===== src/common/eth_slot_pkg.sv =====
package eth_slot_pkg;

  // ------------------------------------------------------------------------
  // slot memory geometry
  // ------------------------------------------------------------------------
  localparam int SLOT_AW = 12;
  localparam int SLOT_DW = 16;

  // frame length register and the largest stored length
  localparam int FRAME_LEN_W     = 12;
  localparam int MAX_FRAME_BYTES = 4095;

  // ------------------------------------------------------------------------
  // GMII framing
  // ------------------------------------------------------------------------
  localparam logic [7:0] GMII_PREAMBLE = 8'h55;
  localparam logic [7:0] GMII_SFD      = 8'hD5;

  // slot status bits
  // 01 means a frame is waiting, 10 means the host released the slot
  localparam int STATUS_FULL_BIT  = 0;
  localparam int STATUS_EMPTY_BIT = 1;

endpackage


===== src/ethpipe/gmii_rx_capture.sv =====
module gmii_rx_capture (
  input  logic                                    clk_125,
  input  logic                                    core_rst_n,
  input  logic [7:0]                              gmii_rxd_i,
  input  logic                                    gmii_rx_dv_i,
  input  logic [63:0]                             count_i,
  input  logic                                    slot_empty_i,
  output logic [eth_slot_pkg::SLOT_AW-1:0]        wr_addr_o,
  output logic [eth_slot_pkg::SLOT_DW-1:0]        wr_dat_o,
  output logic [eth_slot_pkg::SLOT_DW/8-1:0]      wr_be_o,
  output logic                                    wr_we_o,
  output logic [63:0]                             timestamp_o,
  output logic [eth_slot_pkg::FRAME_LEN_W-1:0]    frame_len_o,
  output logic                                    frame_ready_o
);

  import eth_slot_pkg::*;

  logic                   busy_q;
  logic                   drop_q;
  logic [FRAME_LEN_W-1:0] len_q;
  logic [63:0]            ts_q;
  logic                   wr_we_q;
  logic                   frame_ready_q;
  logic [SLOT_AW-1:0]     wr_addr_q;
  logic [SLOT_DW-1:0]     wr_dat_q;
  logic [1:0]             wr_be_q;

  // ------------------------------------------------------------------------
  // framing
  // ------------------------------------------------------------------------
  always_ff @(posedge clk_125 or negedge core_rst_n) begin
    if (!core_rst_n) begin
      busy_q        <= 1'b0;
      drop_q        <= 1'b0;
      len_q         <= '0;
      ts_q          <= 64'd0;
      wr_we_q       <= 1'b0;
      frame_ready_q <= 1'b0;
    end else begin
      wr_we_q       <= 1'b0;
      frame_ready_q <= 1'b0;
      if (busy_q) begin
        if (gmii_rx_dv_i) begin
          // bytes past the limit are lost
          if (len_q < MAX_FRAME_BYTES) begin
            wr_we_q <= 1'b1;
            len_q   <= len_q + 1'b1;
          end
          if (len_q == '0) begin
            ts_q <= count_i;
          end
        end else begin
          busy_q        <= 1'b0;
          frame_ready_q <= 1'b1;
        end
      end else if (drop_q) begin
        if (!gmii_rx_dv_i) begin
          drop_q <= 1'b0;
        end
      end else if (gmii_rx_dv_i) begin
        if (gmii_rxd_i == GMII_SFD) begin
          // no room, discard until dv drops
          if (slot_empty_i) begin
            busy_q <= 1'b1;
            len_q  <= '0;
          end else begin
            drop_q <= 1'b1;
          end
        end else if (gmii_rxd_i != GMII_PREAMBLE) begin
          drop_q <= 1'b1;
        end
      end
    end
  end

  // byte packing, even bytes in the upper half
  always_ff @(posedge clk_125) begin
    if (busy_q && gmii_rx_dv_i) begin
      wr_addr_q <= SLOT_AW'(len_q >> 1);
      wr_dat_q  <= {gmii_rxd_i, gmii_rxd_i};
      wr_be_q   <= {~len_q[0], len_q[0]};
    end
  end

  assign wr_addr_o     = wr_addr_q;
  assign wr_dat_o      = wr_dat_q;
  assign wr_be_o       = wr_be_q;
  assign wr_we_o       = wr_we_q;
  assign timestamp_o   = ts_q;
  assign frame_len_o   = len_q;
  assign frame_ready_o = frame_ready_q;

  // the host must not own the slot while a frame is stored
  write_only_when_empty : assert property (
    @(posedge clk_125) disable iff (!core_rst_n) wr_we_q |-> slot_empty_i
  );

endmodule


===== config.mk =====
export PLATFORM = sky130hd
export DESIGN_NAME = gmii_rx_capture
export DESIGN_NICKNAME = d
export VERILOG_FILES = /design/src/common/eth_slot_pkg.sv /design/src/ethpipe/gmii_rx_capture.sv
export SDC_FILE = /design/constraint.sdc
export NUM_CORES = 1
export LEC_CHECK = 0
export ABC_AREA = 1
export ABC_CLOCK_PERIOD_IN_PS = 2600
export BUFFER_PORTS_ARGS = -buffer_cell sky130_fd_sc_hd__clkbuf_2
export CAP_MARGIN = 20
export CORE_MARGIN = 2
export CORE_UTILIZATION = 50
export CTS_BUF_LIST = sky130_fd_sc_hd__clkbuf_16
export DETAILED_ROUTE_END_ITERATION = 10
export PLACE_DENSITY = 0.86
export SLEW_MARGIN = 20
export SYNTH_ARGS = -nofsm -noshare
export SYNTH_HDL_FRONTEND = slang
export SYNTH_SLANG_ARGS = --single-unit

===== constraint.sdc =====
create_clock -name clk_125 -period 2.6 [get_ports clk_125]
set_clock_uncertainty 0.05 [all_clocks]
set_input_delay 0 -clock clk_125 [delete_from_list [all_inputs] [get_ports clk_125]]
set_output_delay 0 -clock clk_125 [all_outputs]
set_load 0.005 [all_outputs]

==> results of run 1 <==
synth_stat cells, types with 2 or more instances:
master / count / share of area
a21oi_1: 4 / 0.0048
a31oi_1: 2 / 0.0030
buf_2: 13 / 0.016
buf_4: 11 / 0.020
dfrtp_1: 80 / 0.48
edfxtp_1: 21 / 0.15
ha_1: 2 / 0.0060
inv_1: 82 / 0.074
nand2_1: 112 / 0.10
nand3_1: 14 / 0.017
nor2_1: 16 / 0.014
nor2_2: 4 / 0.0060
nor3_1: 4 / 0.0048
o21ai_0: 11 / 0.013
o21ai_1: 64 / 0.077
layout make-up:
cell class / count / area, um2 / share of cell area
well taps: 105 / 131 / 0.0215
multi-input cells: 239 / 1080 / 0.177
clock buffers: 9 / 225 / 0.0368
clock inverters: 7 / 42.5 / 0.00696
inverters: 83 / 312 / 0.0510
repair buffers: 258 / 1690 / 0.276
flip-flops and latches: 101 / 2630 / 0.431
layout by cell type (no fill, tap or decap), types with 2 or more instances in the layout:
master         netlist  layout
clkbuf_2             0     181
nand2_1            112     112
inv_1               82      84
dfrtp_1             80      80
dlygate4sd3_1        0      74
o21ai_1             64      64
edfxtp_1            21      21
nor2_1              16      16
nand3_1             14      13
o21ai_0             11      11
clkbuf_16            0       9
nor2_2               4       4
nor3_1               4       4
a21oi_1              4       4
a31oi_1              2       2
ha_1                 2       2
clkinvlp_4           0       2
what timing repair did:
item / in CTS / in global routing
setup endpoints to repair: 0 / 0
hold endpoints to repair: 155 / 0
hold buffers: 74 / 0
buffers inserted: 0 / 0
registers in the layout (all words and copies together) (netlist names):
signal and flops:
wr_we_o 1, busy_q 1, frame_len_o 12, wr_addr_o 11
drop_q 1, frame_ready_o 1, wr_be_o 2, timestamp_o 64
wr_dat_o 8
per-stage QoR:
| stage | util | hold slack (ps) | total power [mW] | std cells |
|---|---|---|---|---|
| after floorplan | - | -346 | 1.88 | 448 |
| after global placement | 0.627 | 147 | 2.07 | 712 |
| after detailed placement | 0.627 | 145 | 2.08 | 712 |
| after CTS | 0.751 | 77.8 | 3.38 | 802 |
| after global routing | 0.751 | 191 | 3.52 | 802 |
| final | 0.751 | 83.4 | 3.39 | 802 |
worst register-to-register path: stages, from the launching register on:
cell and delay [ps]:
dfrtp_1 430, inv_1 130, ha_1 160, nand2_1 60, nor3_1 260, nand3_4 110
buf_12 230, nand2_1 250, o21ai_1 100
kinds of logic (layout without fill, tap and decap cells):
group / Yosys count / count (layout) / share of synthesized area
compound gates: 82 / 82 / 0.0998
fa+ha+maj: 2 / 2 / 0.00599
buf+inv: 108 / 357 / 0.113
flops: 101 / 101 / 0.631
other cells: 1 / 1 / 0.000898
simple gates: 154 / 154 / 0.150
power breakdown:
group / switching (mW) / internal (mW)
Sequential: 0.0615 / 1.70
Combinational: 0.188 / 0.219
Clock: 0.576 / 0.645
metal layers:
layer / vias to the layer above / share of wire
li1: 1883 / -
met5: - / 0
met3: 49 / 0.088
met4: 0 / 0.040
met1: 1809 / 0.37
met2: 238 / 0.50
worst paths after layout:
kind                                              from                          end  slack, ps  cells past startpoint
min in group asynchronous                   core_rst_n   timestamp_o[0]$_DFFE_PN0P_        210                      2
hold / removal                            slot_empty_i           drop_q$_DFFE_PN0N_         80                      6
setup reg to reg            frame_len_o[0]$_DFFE_PN0P_  timestamp_o[55]$_DFFE_PN0P_        670                      8
hold reg to reg            timestamp_o[24]$_DFFE_PN0P_  timestamp_o[24]$_DFFE_PN0P_        440                      2
max in group asynchronous                   core_rst_n  timestamp_o[33]$_DFFE_PN0P_       1800                      2
setup / recovery            frame_len_o[0]$_DFFE_PN0P_  timestamp_o[55]$_DFFE_PN0P_        670                      8
==> run metrics, run 1 <==
status completed; syn_nets approximately 530; busiest grt layer met2; Mapped Avg Cell Area just over 9 um2; initial antenna violation count 0; synth-to-layout area growth 46.4%; drt wl/cell between 10 and 15 um; CTS tree yes; total negative slack 0 ps; CTS max path bufs 2; post-synth design cell area roughly 4200 um2; slack of the critical path slightly below 700 ps; Slew headroom 0.525; max incr delay on CP between 400 and 500 ps; RSZ-0062 raised after global routing no; grt total ovfl 0; Antenna Cells 0; row count 33; max frequency 519 MHz; Bufs and invs on worst path 2; FILL cells 532; Max Cap Viol 0; pwr dens 555 nW/um2; CTS H-tree depth 3; Synth warnings 0; Final Cycle Share 0.741; ys async rst share 0.792; Worst-path clk slew ~70 ps; top_reg_cell synth dfrtp_1; clk_lat worst skew around 340 ps; met2 Track Usage GR 0.447; Leak around 3.3 nW; Horiz. Die Dim around 95 um; largest net degree at the start of global routing 129; Min-Delay Path Class input pin to flip-flop; global-route wire length before repair between 15000 and 20000 um; cells along the critical path inv_1 -> ha_1 -> nand2_1 -> nor3_1 -> nand3_4 -> buf_12 -> nand2_1 -> o21ai_1; Critical Path End Type flip-flop; class of the most critical setup path flip-flop to flip-flop; placer congestion estimate 0.865; Root Driver clkbuf_16; Routed Antenna Nets 0; post-synthesis cell type count 23; DRT iter0 DRCs 212; CP arrival between 2000 and 2500 ps; CTS Buf Count 9; CP max FO around 130; CP startpoint kind flip-flop; Top delay family on crit path simple AND/OR/NAND/NOR gates; maximum vdd drop about 370 uV; Yosys reg bits approximately 100; count of final setup violators 0; Seq/Total Area, Yosys 0.631; Crit path required time roughly 2700 ps; minimum clock period between 1500 and 2000 ps; Worst Max-Slew Pin Slew ~700 ps; GR Util All Layers 0.268; DRT Pass-1 Iters 5; finished layout cell area about 6100 um2; PortBufs between 150 and 200; Syn Inst Count 448; Setup WS pre-CTS ~800 ps; dpl hpwl 6640 um; CTS resizes 0; die area ~9000 um2; core area roughly 8100 um2; initial core utilization 0.513; clock sink count approximately 100; vias in the first global route roughly 3.9k; final WL between 10000 and 15000 um; vias per inst about 5; M3 GR Usage 0.0806; slowest cell on the critical path dfrtp_1; I/O pin count roughly 180; final hold vios 0; number of flops mapped to enable cells by yosys 21; dpl cell area about 5100 um2; Worst path most repeated cell nand2_1; met1 Usage GRT 0.313; DR DRC count 0; Vert. Die Dim 95.4 um; Final Max Tran Viols 0; # nets final between 700 and 800; fraction of layout cells with a size suffix above 1 0.296; via count around 4.0k
Power figures use the tool's default switching activity.
==> run 2, diff against run 1 <==
--- a/config.mk
+++ b/config.mk
@@ -6,14 +6,14 @@
 export NUM_CORES = 1
 export LEC_CHECK = 0
 export ABC_AREA = 1
-export ABC_CLOCK_PERIOD_IN_PS = 2600
+export ABC_CLOCK_PERIOD_IN_PS = 1600
 export BUFFER_PORTS_ARGS = -buffer_cell sky130_fd_sc_hd__clkbuf_2
 export CAP_MARGIN = 20
 export CORE_MARGIN = 2
-export CORE_UTILIZATION = 50
+export CORE_UTILIZATION = 43
 export CTS_BUF_LIST = sky130_fd_sc_hd__clkbuf_16
 export DETAILED_ROUTE_END_ITERATION = 10
-export PLACE_DENSITY = 0.86
+export PLACE_DENSITY = 0.79
 export SLEW_MARGIN = 20
 export SYNTH_ARGS = -nofsm -noshare
 export SYNTH_HDL_FRONTEND = slang
==> constraint.sdc (replaced) <==
create_clock -name clk_125 -period 1.6 [get_ports clk_125]
set_clock_uncertainty 0.05 [all_clocks]
set_input_delay 0 -clock clk_125 [delete_from_list [all_inputs] [get_ports clk_125]]
set_output_delay 0 -clock clk_125 [all_outputs]
set_load 0.005 [all_outputs]
==> run 2 against run 1 <==
Sequential cell count unchanged. The run now ends with negative setup slack left. Fmax increased by 20%. Largest power group unchanged. Clock-buffer cell count unchanged. Cell area is 8.4% higher.
==> run metrics, run 2 (synthesis gave the netlist of run 1 again) <==
Vert. Die Dim 103 um (+7.5%); most common cell after layout, fill and taps aside clkbuf_2; commonest cells after routing, fill and taps aside 181 x clkbuf_2, 90 x nand2_1, 83 x inv_1; failing checks negative setup slack; DRT iter0 DRCs 151 (-29%); slack of the critical path -6.92 ps (-679 ps); placer congestion estimate 0.938 (+8.5%); RSZ-0062 raised after global routing yes; non-filler cells, final 852 (+6.2%); CTS max path bufs 2 (unchanged); minimum clock period 1610 ps (-321 ps); CTS H-tree depth 3 (unchanged); CP startpoint kind flip-flop; total negative slack -23.3 ps (-23.3 ps); cell depth of the worst hold path 6 (unchanged); clock sink count 101 (unchanged); Horiz. Die Dim 103 um (+7.5%); Routed Antenna Nets 0 (unchanged); DRT Pass-1 Iters 4 (-1); Worst path most repeated cell nand2_2; Worst-path clk slew 70 ps (about the same); count of final setup violators 11 (+11); placed insts 754 (+5.9%); clk_lat worst skew 340 ps (about the same); PortBufs 182 (unchanged); I/O pin count 184 (unchanged); Hold Path Origin slot_empty_i; CTS tree yes; critical path depth 9 (+1); Bufs and invs on worst path 3 (+1); Antenna Cells 0 (unchanged); vias in the first global route 3847 (-2.6%); CTS Buf Count 9 (unchanged); Final Max Tran Viols 0 (unchanged); row count 35 (+6.1%); fraction of layout cells with a size suffix above 1 0.365 (+0.0696); startpoint of the worst register-to-register path frame_len_o[0]$_DFFE_PN0P_; class of the most critical setup path flip-flop to flip-flop; cells along the critical path inv_2 -> ha_4 -> nand2_2 -> nor3_4 -> nand3_4 -> buf_6 -> clkbuf_16 -> nand2_2 -> o21ai_1; DR DRC count 0 (unchanged); Crit. Startpoint frame_len_o[0]$_DFFE_PN0P_; pwr dens 838 nW/um2 (+51%); CP arrival 1780 ps (-290 ps); slowest cell on the critical path dfrtp_1; via count 3989 (+0.25%); grt total ovfl 0 (unchanged); Min-Delay Path Class input pin to flip-flop; max incr delay on CP 410 ps (-20 ps); Root Driver clkbuf_16; drt wl/cell 14.1 um (-5.0%); FILL cells 633 (+19%); Reg2Reg Depth 9 (+1); die area 10500 um2 (+16%); Max Cap Viol 0 (unchanged); status finished, violations left; maximum vdd drop 510 uV (+40%); Crit path required time 1770 ps (-970 ps); GR Util All Layers 0.213 (-0.0554); final WL 12000 um (+0.93%); core area 9330 um2 (+15%); final hold vios 0 (unchanged); # nets final 796 (+3.4%); max frequency 622 MHz (+20%); vias per inst 4.68 (-5.6%); global-route wire length before repair 17400 um (-5.7%); Final Cycle Share 1.00 (+0.263); initial antenna violation count 0 (unchanged); CP max FO 8 (-94%); dpl hpwl 7030 um (+5.9%); Critical Path End Type flip-flop; synth-to-layout area growth 58.8%; initial core utilization 0.447 (-0.0657); Top delay family on crit path buffers and inverters; Leak 3.53 nW (+6.4%); max reg flops 64 (unchanged); largest net degree at the start of global routing 65 (-50%); worst hold slack 94.5 ps (+11.1 ps)
run 2: cell types whose count changed in the layout (fill, tap and decap cells not counted), moves of 2 or more:
cell and change:
o21ai_2 +5, o21ai_1 -5, nand2_2 +13, nand2_4 +9
buf_4 +17, nand2_1 -22, buf_12 +3, clkbuf_16 +3
nor2_1 -2, nor2_4 +2
run 2: area by class of cell:
cell class / count / area (um2) / area share
Sequential cell: 101 / 2630 / 0.397
Timing Repair Buffer: 284 / 2000 / 0.302
Multi-Input combinational cell: 239 / 1250 / 0.189
Inverter: 83 / 312 / 0.0470
Clock buffer: 9 / 225 / 0.0340
Tap cell: 129 / 161 / 0.0244
Clock inverter: 7 / 42.5 / 0.00642
run 2: worst min-delay path: stages:
cell,delay (ps)
clkbuf_2,80
inv_1,30
nor2_1,70
nand3_1,100
nand3_1,90
a21oi_1,60
run 2: per-layer routing:
metal	part of all wire	GRT usage
met4	0.030	0.0995
met3	0.062	0.0468
met2	0.53	0.367
met1	0.38	0.255
met5	0	0
run 2: power by group:
part	switching (mW)	leakage, nW	internal (mW)
Sequential	0.102	1.24	2.77
Clock	0.936	0.137	1.05
Combinational	0.307	2.15	0.395
run 2: final timing paths:
path / end / slack, ps
max: timestamp_o[17]$_DFFE_PN0P_ / -7
min: drop_q$_DFFE_PN0N_ / 90
max reg2reg: timestamp_o[17]$_DFFE_PN0P_ / -7
min reg2reg: timestamp_o[49]$_DFFE_PN0P_ / 440
max in group asynchronous: timestamp_o[55]$_DFFE_PN0P_ / 780
min in group asynchronous: timestamp_o[49]$_DFFE_PN0P_ / 100
run 2: per-stage QoR:
| stage | instance area (um2) | worst slack, ps | utilization | total power [mW] |
|---|---|---|---|---|
| finish | 6630 | -6.92 | 0.711 | 5.56 |
| global route | 6630 | -79.3 | 0.711 | 5.78 |
| detailed placement | 5320 | -55.5 | 0.570 | 3.41 |
| CTS | 6330 | 29.3 | 0.678 | 5.53 |
| floorplan | 4170 | 85.9 | - | 3.06 |
| global placement | 5320 | 9.76 | 0.570 | 3.38 |
run 2: timing repair:
item / CTS / global route
endpoints found under the setup margin: 64 / 75
hold buffers: 74 / 0
resized for setup: 1 / 51
pin swaps: 0 / 3
endpoints found under the hold margin: 155 / 0
setup buffers: 0 / 4
cloned: 0 / 4
