`config.mk`:
```
export PLATFORM = sky130hd
export DESIGN_NAME = global_timer
export DESIGN_NICKNAME = d
export VERILOG_FILES = /design/src/common/host_map_pkg.sv /design/src/rtl/global_timer.sv
export SDC_FILE = /design/constraint.sdc
export NUM_CORES = 1
export LEC_CHECK = 0
export ABC_AREA = 0
export BUFFER_PORTS_ARGS = -buffer_cell sky130_fd_sc_hd__buf_2
export CORE_MARGIN = 4
export CORE_UTILIZATION = 49
export DETAILED_ROUTE_END_ITERATION = 6
export PLACE_DENSITY = 0.86
export SLEW_MARGIN = 20
export SYNTH_ARGS = -nofsm -noshare
export SYNTH_HDL_FRONTEND = slang
export SYNTH_SLANG_ARGS = --single-unit
```
`constraint.sdc`:
```
create_clock -name clk_125 -period 2.1 [get_ports clk_125]
set_input_delay 0.21 -clock clk_125 [delete_from_list [all_inputs] [get_ports clk_125]]
set_output_delay 0.21 -clock clk_125 [all_outputs]
set_load 0.05 [all_outputs]
```
`src/common/host_map_pkg.sv`:
```
package host_map_pkg;

  // ------------------------------------------------------------------------
  // host bus geometry
  // ------------------------------------------------------------------------
  localparam int BUS_DW   = 16;
  localparam int BUS_AW   = 16;
  localparam int BUS_SELW = 2;

  // region codes, address bits 15..13
  localparam logic [2:0] REGION_GLOBAL = 3'd0;
  localparam logic [2:0] REGION_RX1    = 3'd4;

  // ------------------------------------------------------------------------
  // register indexes, address bits 3..1
  // ------------------------------------------------------------------------
  // global region
  localparam logic [2:0] REG_SLOT_STATUS = 3'd0;
  localparam logic [2:0] REG_COUNTER_0   = 3'd1;
  localparam logic [2:0] REG_COUNTER_1   = 3'd2;
  localparam logic [2:0] REG_COUNTER_2   = 3'd3;
  localparam logic [2:0] REG_COUNTER_3   = 3'd4;

  // rx1 region
  localparam logic [2:0] REG_RX_TS_0 = 3'd0;
  localparam logic [2:0] REG_RX_TS_1 = 3'd1;
  localparam logic [2:0] REG_RX_TS_2 = 3'd2;
  localparam logic [2:0] REG_RX_TS_3 = 3'd3;
  localparam logic [2:0] REG_RX_LEN  = 3'd4;

  // counter and timestamp word
  // lane 0 is the least significant 16 bits
  typedef union packed {
    logic [63:0]       count;
    logic [3:0][15:0]  lane;
  } counter_word_u;

endpackage
```
`src/rtl/global_timer.sv`:
```
module global_timer (
  input  logic                                clk_125,
  input  logic                                core_rst_n,
  input  logic [3:0]                          lane_we_i,
  input  logic [host_map_pkg::BUS_SELW-1:0]   lane_sel_i,
  input  logic [host_map_pkg::BUS_DW-1:0]     lane_dat_i,
  output host_map_pkg::counter_word_u         count_o
);

  import host_map_pkg::*;

  counter_word_u cnt_q;
  counter_word_u cnt_nxt;

  // free-running increment, host lane writes override single bytes
  always_comb begin
    cnt_nxt.count = cnt_q.count + 64'd1;
    for (int i = 0; i < 4; i++) begin
      if (lane_we_i[i]) begin
        // sel bit 0 is the upper byte of the bus word
        if (lane_sel_i[0]) begin
          cnt_nxt.lane[i][15:8] = lane_dat_i[15:8];
        end
        if (lane_sel_i[1]) begin
          cnt_nxt.lane[i][7:0] = lane_dat_i[7:0];
        end
      end
    end
  end

  always_ff @(posedge clk_125 or negedge core_rst_n) begin
    if (!core_rst_n) begin
      cnt_q.count <= 64'd0;
    end else begin
      cnt_q <= cnt_nxt;
    end
  end

  assign count_o = cnt_q;

endmodule

```
==> impl_metrics.env, run 1 <==
export IMPL_grt_usage=0.2818
export IMPL_skew_ps=13.34
export IMPL_fmax_ghz=0.4942
export IMPL_vias=4086
export IMPL_power_switching_uw=1911
export IMPL_cts_tree="built"
export IMPL_min_period_ps=2023
export IMPL_ir_worst_vdd_v=0.0008814
export IMPL_routabilityCongestion=0.9758
export IMPL_hold_depth=3
export IMPL_grt_pass1_wl_microns=19550
export IMPL_numCtsBuffers=9
export IMPL_wl_per_cell_microns=19.12
export IMPL_initial_core_util=0.5161
export IMPL_hpwl_microns=9234
export IMPL_nFillCells=634
export IMPL_htreeDepth=3
export IMPL_holdWs_ps=140.7
export IMPL_largest_reg_flops=64
export IMPL_endpoint_kind="flop"
export IMPL_seq_power_share=0.386
export IMPL_cap_violations=0
export IMPL_relSlewSlack=0.6333
export IMPL_die_x_microns=96.34
export IMPL_synth_edf_count=0
export IMPL_insertion_delay_ps=360
export IMPL_mostFrequentLayoutCells="88 x buf_2, 56 x nand2_1, 41 x dfrtp_2"
export IMPL_drt_iter0_drc=365
export IMPL_syn_nets=469
export IMPL_synthDistinctLibCells=45
export IMPL_dieArea_sq_um=9280
export IMPL_die_h_microns=96.34
export IMPL_ant_nets=0
export IMPL_ff2ff_path_depth=6
export IMPL_cts_sinks=64
export IMPL_met3WireLength_microns=1392
export IMPL_drive_gt1_frac=0.3696
export IMPL_period_share=0.9635
export IMPL_path_clk_slew_ps=80
export IMPL_swShare=0.4372
export IMPL_power_clock_fraction=0.253
export IMPL_diodes=0
export IMPL_dp_cells=638
export IMPL_avgSynthCellArea_sq_um=8.612
export IMPL_fp_row_count=31
export IMPL_syn_inst=444
export IMPL_critPathLaunchType="flop"
export IMPL_arrival_ps=2320
export IMPL_setup_viol=0
export IMPL_worst_slew_pin_slew_ps=550.1
export IMPL_path_max_fanout=5
export IMPL_grt_overflow_total=0
export IMPL_finish_net_count=580
export IMPL_syn2layout_area_growth_pct=27.39
export IMPL_cp_required_ps=2390
export IMPL_async_flop_share=1.000
export IMPL_port_buffers=87
export IMPL_combinationalPowerShare=0.361
export IMPL_pwr_density_cell_nw_per_um2=897.5
export IMPL_antenna_found_initial=0
export IMPL_drt_pass1_iter_count=5
export IMPL_drv_slew=0
export IMPL_timing_rr_start="count_o[0]$_DFF_PN0_"
export IMPL_rsz0062_at_grt="false"
export IMPL_hold_start="lane_dat_i[13]"
export IMPL_cts_buffer_depth=2
export IMPL_synth_flop_cell="dfrtp_1"
export IMPL_grt_start_max_net_pins=24
export IMPL_ctsRootBufferMaster="clkbuf_8"
export IMPL_top_layer="met4"
export IMPL_crit_start="count_o[0]$_DFF_PN0_"
export IMPL_internal_power_uw=2460
export IMPL_ys_ff_latch=64
export IMPL_finalNonFillerCells=659
export IMPL_leakage_uw=0.001993
export IMPL_drt_met1_wl_microns=5110
export IMPL_synthesis_area_sq_um=3824
export IMPL_io_pins=88
export IMPL_path_class="reg2reg"
export IMPL_status="completed"
export IMPL_drc_errors=0
export IMPL_synth_seq_area_share=0.4188
export IMPL_final_common_cell="buf_2"
export IMPL_drt_total_wl_microns=12600
export IMPL_core_area_sq_um=7408
export IMPL_hold_violations=0
export IMPL_vias_per_cell=6.200
export IMPL_yosysWarnings=0
export IMPL_grt_pass1_vias=3728
export IMPL_wl_met2_microns=5804
export IMPL_hp_class="in2reg"
-- cell type report --
cell class                 instances  area (sq um)  area share
clock buffer                      11         141.4     0.02903
multi-input combinational        352          2168      0.4452
tap                               99         123.9     0.02543
clock inverter                     5         56.30     0.01156
timing repair buffer             124         713.2      0.1464
sequential                        64          1653      0.3393
inverter                           4         15.01    0.003082
-- worst max-delay path: stages (launching register included) --
cell and delay, ps:
dfrtp_2 400, ha_1 220, nand4_1 220, nor4_4 240, nand2_1 220, or4_1 560
nand3_1 100
-- cells in the mapped netlist, types with 2 or more instances --
cell type	count	area (sq um)
inv_1	4	15.01
nor2_1	35	131.4
and3_1	10	62.56
a31oi_1	15	93.84
and3_2	7	52.55
dfrtp_1	64	1602
and2_1	9	56.30
nor3_1	6	30.03
buf_2	3	15.01
xnor2_1	17	148.9
a21oi_1	16	80.08
nor2b_1	2	12.51
or4_1	7	52.55
a31o_2	2	17.52
nand4_1	34	212.7
nand3b_1	4	30.03
and4_1	8	70.07
or3_1	8	50.05
o31ai_1	3	22.52
buf_1	3	11.26
nand2_1	56	210.2
and4_2	2	20.02
nand3_1	26	130.1
nor4b_1	2	17.52
o21ai_0	33	165.2
o211ai_1	2	15.01
clkbuf_1	14	52.55
a21bo_2	3	30.03
nor4_1	10	62.56
xor2_1	24	210.2
-- worst paths after layout --
kind                                          to  slack (ps)
hold / removal             count_o[45]$_DFF_PN0_         140
setup reg to reg           count_o[42]$_DFF_PN0_          80
setup / recovery           count_o[42]$_DFF_PN0_          80
max in group asynchronous  count_o[37]$_DFF_PN0_         990
hold reg to reg             count_o[0]$_DFF_PN0_         540
min in group asynchronous   count_o[5]$_DFF_PN0_         360
-- cells by family after synthesis --
kind of cell | synth area share
buf+inv | 0.03337
compound gates | 0.1175
xor+xnor | 0.09391
flops | 0.4188
mux | 0.005563
fa+ha+maj | 0.003272
simple gates | 0.3276
-- per-layer routing --
metal / vias up / GRT usage
met5: - / 0
met4: 0 / 0.1051
met3: 27 / 0.06489
met2: 249 / 0.4267
met1: 1960 / 0.3933
li1: 1850 / -
-- per-stage QoR --
stage               utilization  worst slack, ps  setup TNS, ps  power (uW)  cell area, sq um
floorplan                     -           -101.2         -191.5        2754              3905
global placement         0.6175            89.79              0        3208              4574
detailed placement       0.6175            39.04              0        3247              4574
CTS                      0.6477            26.34              0        4339              4798
global route             0.6575           0.5020              0        4551              4871
finish                   0.6575            76.57              0        4371              4871
-- power by group through the flow --
stage,registers (uW),logic [uW],clock network (uW)
finish,1690,1580,1110
global route,1710,1670,1170
CTS,1680,1570,1100
detailed placement,1700,1550,0
global placement,1680,1530,0
floorplan,2340,415,0
-- timing repair --
item / in CTS / in global routing
pin swaps: 0 / 4
hold buffers: 1 / 0
endpoints found under the hold margin: 21 / 0
buffers inserted: 1 / 2
endpoints found under the setup margin: 2 / 17
resized for setup: 1 / 13
cloned: 0 / 1
Note: power is estimated with default switching activity, not from simulation.
==> run 2: changes to the inputs <==
--- a/config.mk
+++ b/config.mk
@@ -6,7 +6,7 @@
 export NUM_CORES = 1
 export LEC_CHECK = 0
 export ABC_AREA = 0
-export BUFFER_PORTS_ARGS = -buffer_cell sky130_fd_sc_hd__buf_2
+export BUFFER_PORTS_ARGS = -buffer_cell sky130_fd_sc_hd__buf_4
 export CORE_MARGIN = 4
 export CORE_UTILIZATION = 49
 export DETAILED_ROUTE_END_ITERATION = 6
==> run 2 against run 1 <==
  * Maximum frequency grew 0.68%
  * Clock-buffer cell count up 1
  * First-iteration DRC count rose by 6.8%
  * Power increased by 2.0%
  * Worst setup slack better by 14 ps
  * Final cell count decreased by 0.46%
  * Critical path type unchanged
  * Highest routed layer unchanged
==> impl_metrics.env, run 2 (same netlist as run 1, synthesis figures left out) <==
export IMPL_stdcell_area_sq_um=5032
export IMPL_grt_overflow_total=0
export IMPL_drt_iter0_drc=390
export IMPL_leakage_uw=0.002020
export IMPL_dieArea_sq_um=9280
export IMPL_fmax_ghz=0.4976
export IMPL_antenna_found_initial=0
export IMPL_path_max_fanout=6
export IMPL_vias=4077
export IMPL_cts_tree="built"
export IMPL_routabilityCongestion=0.9615
export IMPL_core_area_sq_um=7408
export IMPL_arrival_ps=2290
export IMPL_fp_row_count=31
export IMPL_final_util=0.6793
export IMPL_pwr_density_cell_nw_per_um2=886.0
export IMPL_grt_pass1_wl_microns=20180
export IMPL_worst_slew_pin_slew_ps=828.9
export IMPL_grt_usage=0.2871
export IMPL_status="completed"
export IMPL_ir_worst_vdd_v=0.0006306
export IMPL_cts_buffer_depth=2
export IMPL_vias_per_cell=6.215
export IMPL_diodes=0
export IMPL_hold_violations=0
export IMPL_syn2layout_area_growth_pct=31.61
export IMPL_period_share=0.9570
export IMPL_endpoint_kind="flop"
export IMPL_cp_required_ps=2380
export IMPL_setup_viol=0
export IMPL_mostFrequentLayoutCells="119 x buf_4, 56 x nand2_1, 42 x dfrtp_2"
export IMPL_skew_ps=11.81
export IMPL_grt_pass1_vias=3930
export IMPL_drive_gt1_frac=0.3591
export IMPL_cap_violations=0
export IMPL_cts_sinks=64
export IMPL_initial_core_util=0.5161
export IMPL_die_h_microns=96.34
export IMPL_relSlewSlack=0.4474
export IMPL_min_period_ps=2010
export IMPL_drt_pass1_iter_count=5
export IMPL_insertion_delay_ps=350
export IMPL_hp_class="in2reg"
export IMPL_hpwl_microns=9377
export IMPL_ant_nets=0
export IMPL_setup_tns_ps=0
export IMPL_layout_setup_ws_ps=90.31
export IMPL_io_pins=88
export IMPL_drv_slew=0
export IMPL_largest_reg_flops=64
export IMPL_die_x_microns=96.34
export IMPL_path_clk_slew_ps=80
export IMPL_wl_per_cell_microns=19.18
export IMPL_rsz0062_at_grt="false"
export IMPL_path_class="reg2reg"
export IMPL_finish_net_count=577
export IMPL_drt_total_wl_microns=12580
export IMPL_ctsRootBufferMaster="clkbuf_8"
export IMPL_grt_start_max_net_pins=65
export IMPL_critPathLaunchType="flop"
export IMPL_dpl_cell_area_sq_um=4805
export IMPL_port_buffers=87
export IMPL_place_worst_setup_slack_ps=-6.215
export IMPL_drc_errors=0
export IMPL_final_common_cell="buf_4"
export IMPL_numCtsBuffers=9
export IMPL_htreeDepth=3
run 2: changes by cell type in the layout (fill, tap and decap cells not counted), sizes merged:
cell	previous run	this run
buf	123	120
clkinvlp	1	0
clkbuf	11	12
run 2: final timing paths:
| kind | start | to | slack [ps] | cells past startpoint |
|---|---|---|---|---|
| max in group asynchronous | core_rst_n | count_o[39]$_DFF_PN0_ | 990 | 2 |
| worst max register to register | count_o[35]$_DFF_PN0_ | count_o[61]$_DFF_PN0_ | 90 | 5 |
| min in group asynchronous | core_rst_n | count_o[5]$_DFF_PN0_ | 500 | 2 |
| worst max-delay path | count_o[35]$_DFF_PN0_ | count_o[61]$_DFF_PN0_ | 90 | 5 |
| worst min-delay path | lane_dat_i[12] | count_o[12]$_DFF_PN0_ | 100 | 3 |
| worst min register to register | count_o[0]$_DFF_PN0_ | count_o[0]$_DFF_PN0_ | 550 | 1 |
run 2: layer usage:
| layer | share of wire | global-route usage | up-vias |
|---|---|---|---|
| li1 | - | - | 1852 |
| met1 | 0.40 | 0.3829 | 1927 |
| met2 | 0.46 | 0.4457 | 245 |
| met3 | 0.098 | 0.06020 | 53 |
| met4 | 0.040 | 0.1343 | 0 |
| met5 | 0 | 0 | - |
run 2: timing repair:
item	CTS	global route
endpoints found under the setup margin	3	15
hold buffers	1	0
resized for setup	1	5
buffers inserted	0	1
pin swaps	0	4
hold endpoints to repair	64	0
run 2: final cells by class:
type                       count  area (sq um)
fill                         618          2376
tap                           99         123.9
sequential                    64          1654
multi-input combinational    352          2126
clock inverter                 4         45.04
clock buffer                  12         145.1
inverter                       4         15.01
timing repair buffer         121         923.4
run 2: worst max-delay path, stage by stage (launching register included):
cell     delay [ps]
dfrtp_2         410
and4_2          290
nand4_1         140
or3_4           430
or4_1           500
a31oi_1         170
run 2: where the power goes:
part	switching, uW	total, uW	leakage, uW	internal (uW)
clock network	489	1060	0.000100	576
logic	1140	1710	0.00123	562
registers	243	1690	0.000693	1440
total	1880	4460	0.00202	2580
run 2: per-stage QoR:
step           instances  total power (uW)  hold slack (ps)
2_1_floorplan        444              2754           -85.59
6_report             656              4459            103.9
5_1_grt              656              4651            113.0
3_3_place_gp         638              3344            343.5
3_5_place_dp         638              3386            360.4
4_1_cts              655              4446            104.7
==> run 3: changes to the inputs <==
--- a/config.mk
+++ b/config.mk
@@ -6,11 +6,12 @@
 export NUM_CORES = 1
 export LEC_CHECK = 0
 export ABC_AREA = 0
-export BUFFER_PORTS_ARGS = -buffer_cell sky130_fd_sc_hd__buf_4
 export CORE_MARGIN = 4
-export CORE_UTILIZATION = 49
+export CORE_UTILIZATION = 55
 export DETAILED_ROUTE_END_ITERATION = 6
-export PLACE_DENSITY = 0.86
+export DONT_BUFFER_PORTS = 1
+export PLACE_DENSITY = 0.8
+export SKIP_LAST_GASP = 1
 export SLEW_MARGIN = 20
 export SYNTH_ARGS = -nofsm -noshare
 export SYNTH_HDL_FRONTEND = slang
==> constraint.sdc (replaced) <==
create_clock -name clk_125 -period 2.2 [get_ports clk_125]
set_input_delay 0.22 -clock clk_125 [delete_from_list [all_inputs] [get_ports clk_125]]
set_output_delay 0.22 -clock clk_125 [all_outputs]
set_load 0.05 [all_outputs]
==> run 3 against run 2 <==
  * Critical path depth increased by 2
  * Sequential share of layout area grew 1.1 points
  * Combinational power shrank 6%
==> impl_metrics.env, run 3 (same netlist as run 1, synthesis figures left out) <==
export IMPL_status="completed"
export IMPL_mostFrequentLayoutCells="81 x buf_4, 56 x nand2_1, 36 x dfrtp_2"
export IMPL_die_h_microns=91.38
export IMPL_insertion_delay_ps=350
export IMPL_endpoint_kind="flop"
export IMPL_r2r_end="count_o[62]$_DFF_PN0_"
export IMPL_skew_ps=13.81
export IMPL_leakage_uw=0.001907
export IMPL_worst_slew_pin_slew_ps=628.6
export IMPL_htreeDepth=3
export IMPL_nFillCells=518
export IMPL_grt_overflow_total=0
export IMPL_cp_required_ps=2450
export IMPL_hpwl_microns=9534
export IMPL_setup_viol=0
export IMPL_period_share=0.9706
export IMPL_drt_pass1_iter_count=5
export IMPL_path_class="reg2reg"
export IMPL_core_area_sq_um=6756
export IMPL_vias_per_cell=6.489
export IMPL_drive_gt1_frac=0.2876
export IMPL_drt_total_wl_microns=13070
export IMPL_die_x_microns=91.38
export IMPL_dieArea_sq_um=8350
export IMPL_arrival_ps=2380
export IMPL_syn2layout_area_growth_pct=26.83
export IMPL_ctsRootBufferMaster="clkbuf_8"
export IMPL_largest_reg_flops=64
export IMPL_grt_pass1_vias=3857
export IMPL_fmax_ghz=0.4683
export IMPL_pwr_density_cell_nw_per_um2=862.1
export IMPL_routabilityCongestion=1.002
export IMPL_hold_depth=2
export IMPL_use_met2=0.4833
export IMPL_cap_violations=0
export IMPL_finish_net_count=552
export IMPL_ff2ff_path_depth=7
export IMPL_ir_worst_vdd_v=0.0005530
export IMPL_drv_slew=0
export IMPL_port_buffers=0
export IMPL_hold_start="lane_dat_i[3]"
export IMPL_grt_start_max_net_pins=65
export IMPL_relSlewSlack=0.5809
export IMPL_grt_busiest_layer="met2"
export IMPL_numCtsBuffers=9
export IMPL_stdcell_area_sq_um=4850
export IMPL_drt_iter0_drc=419
export IMPL_initial_core_util=0.5659
export IMPL_drc_errors=0
export IMPL_holdWs_ps=0.08890
export IMPL_vias=3971
export IMPL_cts_sinks=64
export IMPL_min_period_ps=2135
export IMPL_path_max_fanout=11
export IMPL_min_to="count_o[19]$_DFF_PN0_"
export IMPL_fp_row_count=30
export IMPL_wl_per_cell_microns=21.36
export IMPL_rsz0062_at_grt="true"
export IMPL_io_pins=88
export IMPL_hp_class="in2reg"
export IMPL_path_clk_slew_ps=70
export IMPL_timing_rr_start="count_o[23]$_DFF_PN0_"
export IMPL_hold_violations=0
export IMPL_grt_pass1_wl_microns=20890
export IMPL_final_common_cell="buf_4"
export IMPL_regToRegSetupSlack_ps=60
export IMPL_dpl_cell_area_sq_um=4463
export IMPL_cts_buffer_depth=2
export IMPL_critPathLaunchType="flop"
export IMPL_grt_usage=0.3199
export IMPL_use_met1=0.4183
export IMPL_cts_tree="built"
export IMPL_ant_nets=0
export IMPL_diodes=0
export IMPL_grt_use_met3=0.1069
export IMPL_antenna_found_initial=0
## run 3: cell type report
type | instances | area (sq um) | area share
Multi-Input combinational cell | 352 | 2122 | 0.4376
Sequential cell | 64 | 1647 | 0.3395
Timing Repair Buffer | 96 | 775.7 | 0.1600
Clock buffer | 12 | 145.1 | 0.02993
Tap cell | 80 | 100.1 | 0.02064
Clock inverter | 4 | 45.04 | 0.009288
Inverter | 4 | 15.01 | 0.003096
## run 3: power breakdown
part	leakage (uW)	switching, uW	internal, uW	total, uW
logic	0.00111	1120	485	1610
registers	0.000700	171	1370	1550
clock network	0.000100	475	550	1030
## run 3: stage by stage
stage	setup slack [ps]	setup TNS (ps)	cells	total power, uW	utilization
global route	-52.23	-58.66	612	4344	0.7178
finish	64.76	0	612	4181	0.7178
floorplan	-17.01	-39.75	444	2625	-
CTS	29.84	0	610	4152	0.7130
global placement	117.4	0	580	3061	0.6606
detailed placement	17.42	0	580	3095	0.6606
## run 3: what timing repair did
action	in CTS	in global routing
endpoints found under the hold margin	81	1
buffers inserted	0	1
pin swaps	0	2
resized for setup	1	3
hold buffers	14	1
endpoints found under the setup margin	1	7
## run 3: worst max path at each step
stage	from	end	slack, ps	cells past startpoint
2_1_floorplan	count_o[0]$_DFF_PN0_	count_o[48]$_DFF_PN0_	-20	8
3_3_place_gp	count_o[2]$_DFF_PN0_	count_o[54]$_DFF_PN0_	120	6
3_5_place_dp	count_o[2]$_DFF_PN0_	count_o[54]$_DFF_PN0_	20	6
4_1_cts	count_o[1]$_DFF_PN0_	count_o[61]$_DFF_PN0_	30	5
5_1_grt	count_o[1]$_DFF_PN0_	count_o[61]$_DFF_PN0_	-50	5
6_report	count_o[23]$_DFF_PN0_	count_o[62]$_DFF_PN0_	60	7
## run 3: critical path, cell delays in order (launching register included)
cell and delay, ps:
dfrtp_2 410, buf_4 230, and4_1 230, nand4_1 300, nor4b_2 330, buf_4 230, nand3b_1 90, a31oi_1 210
## run 3: layer usage
layer  share of wire  routed length [microns]
met4           0.027                      348
met5               0                        0
met2            0.46                     6035
met1            0.40                     5226
met3            0.11                     1460
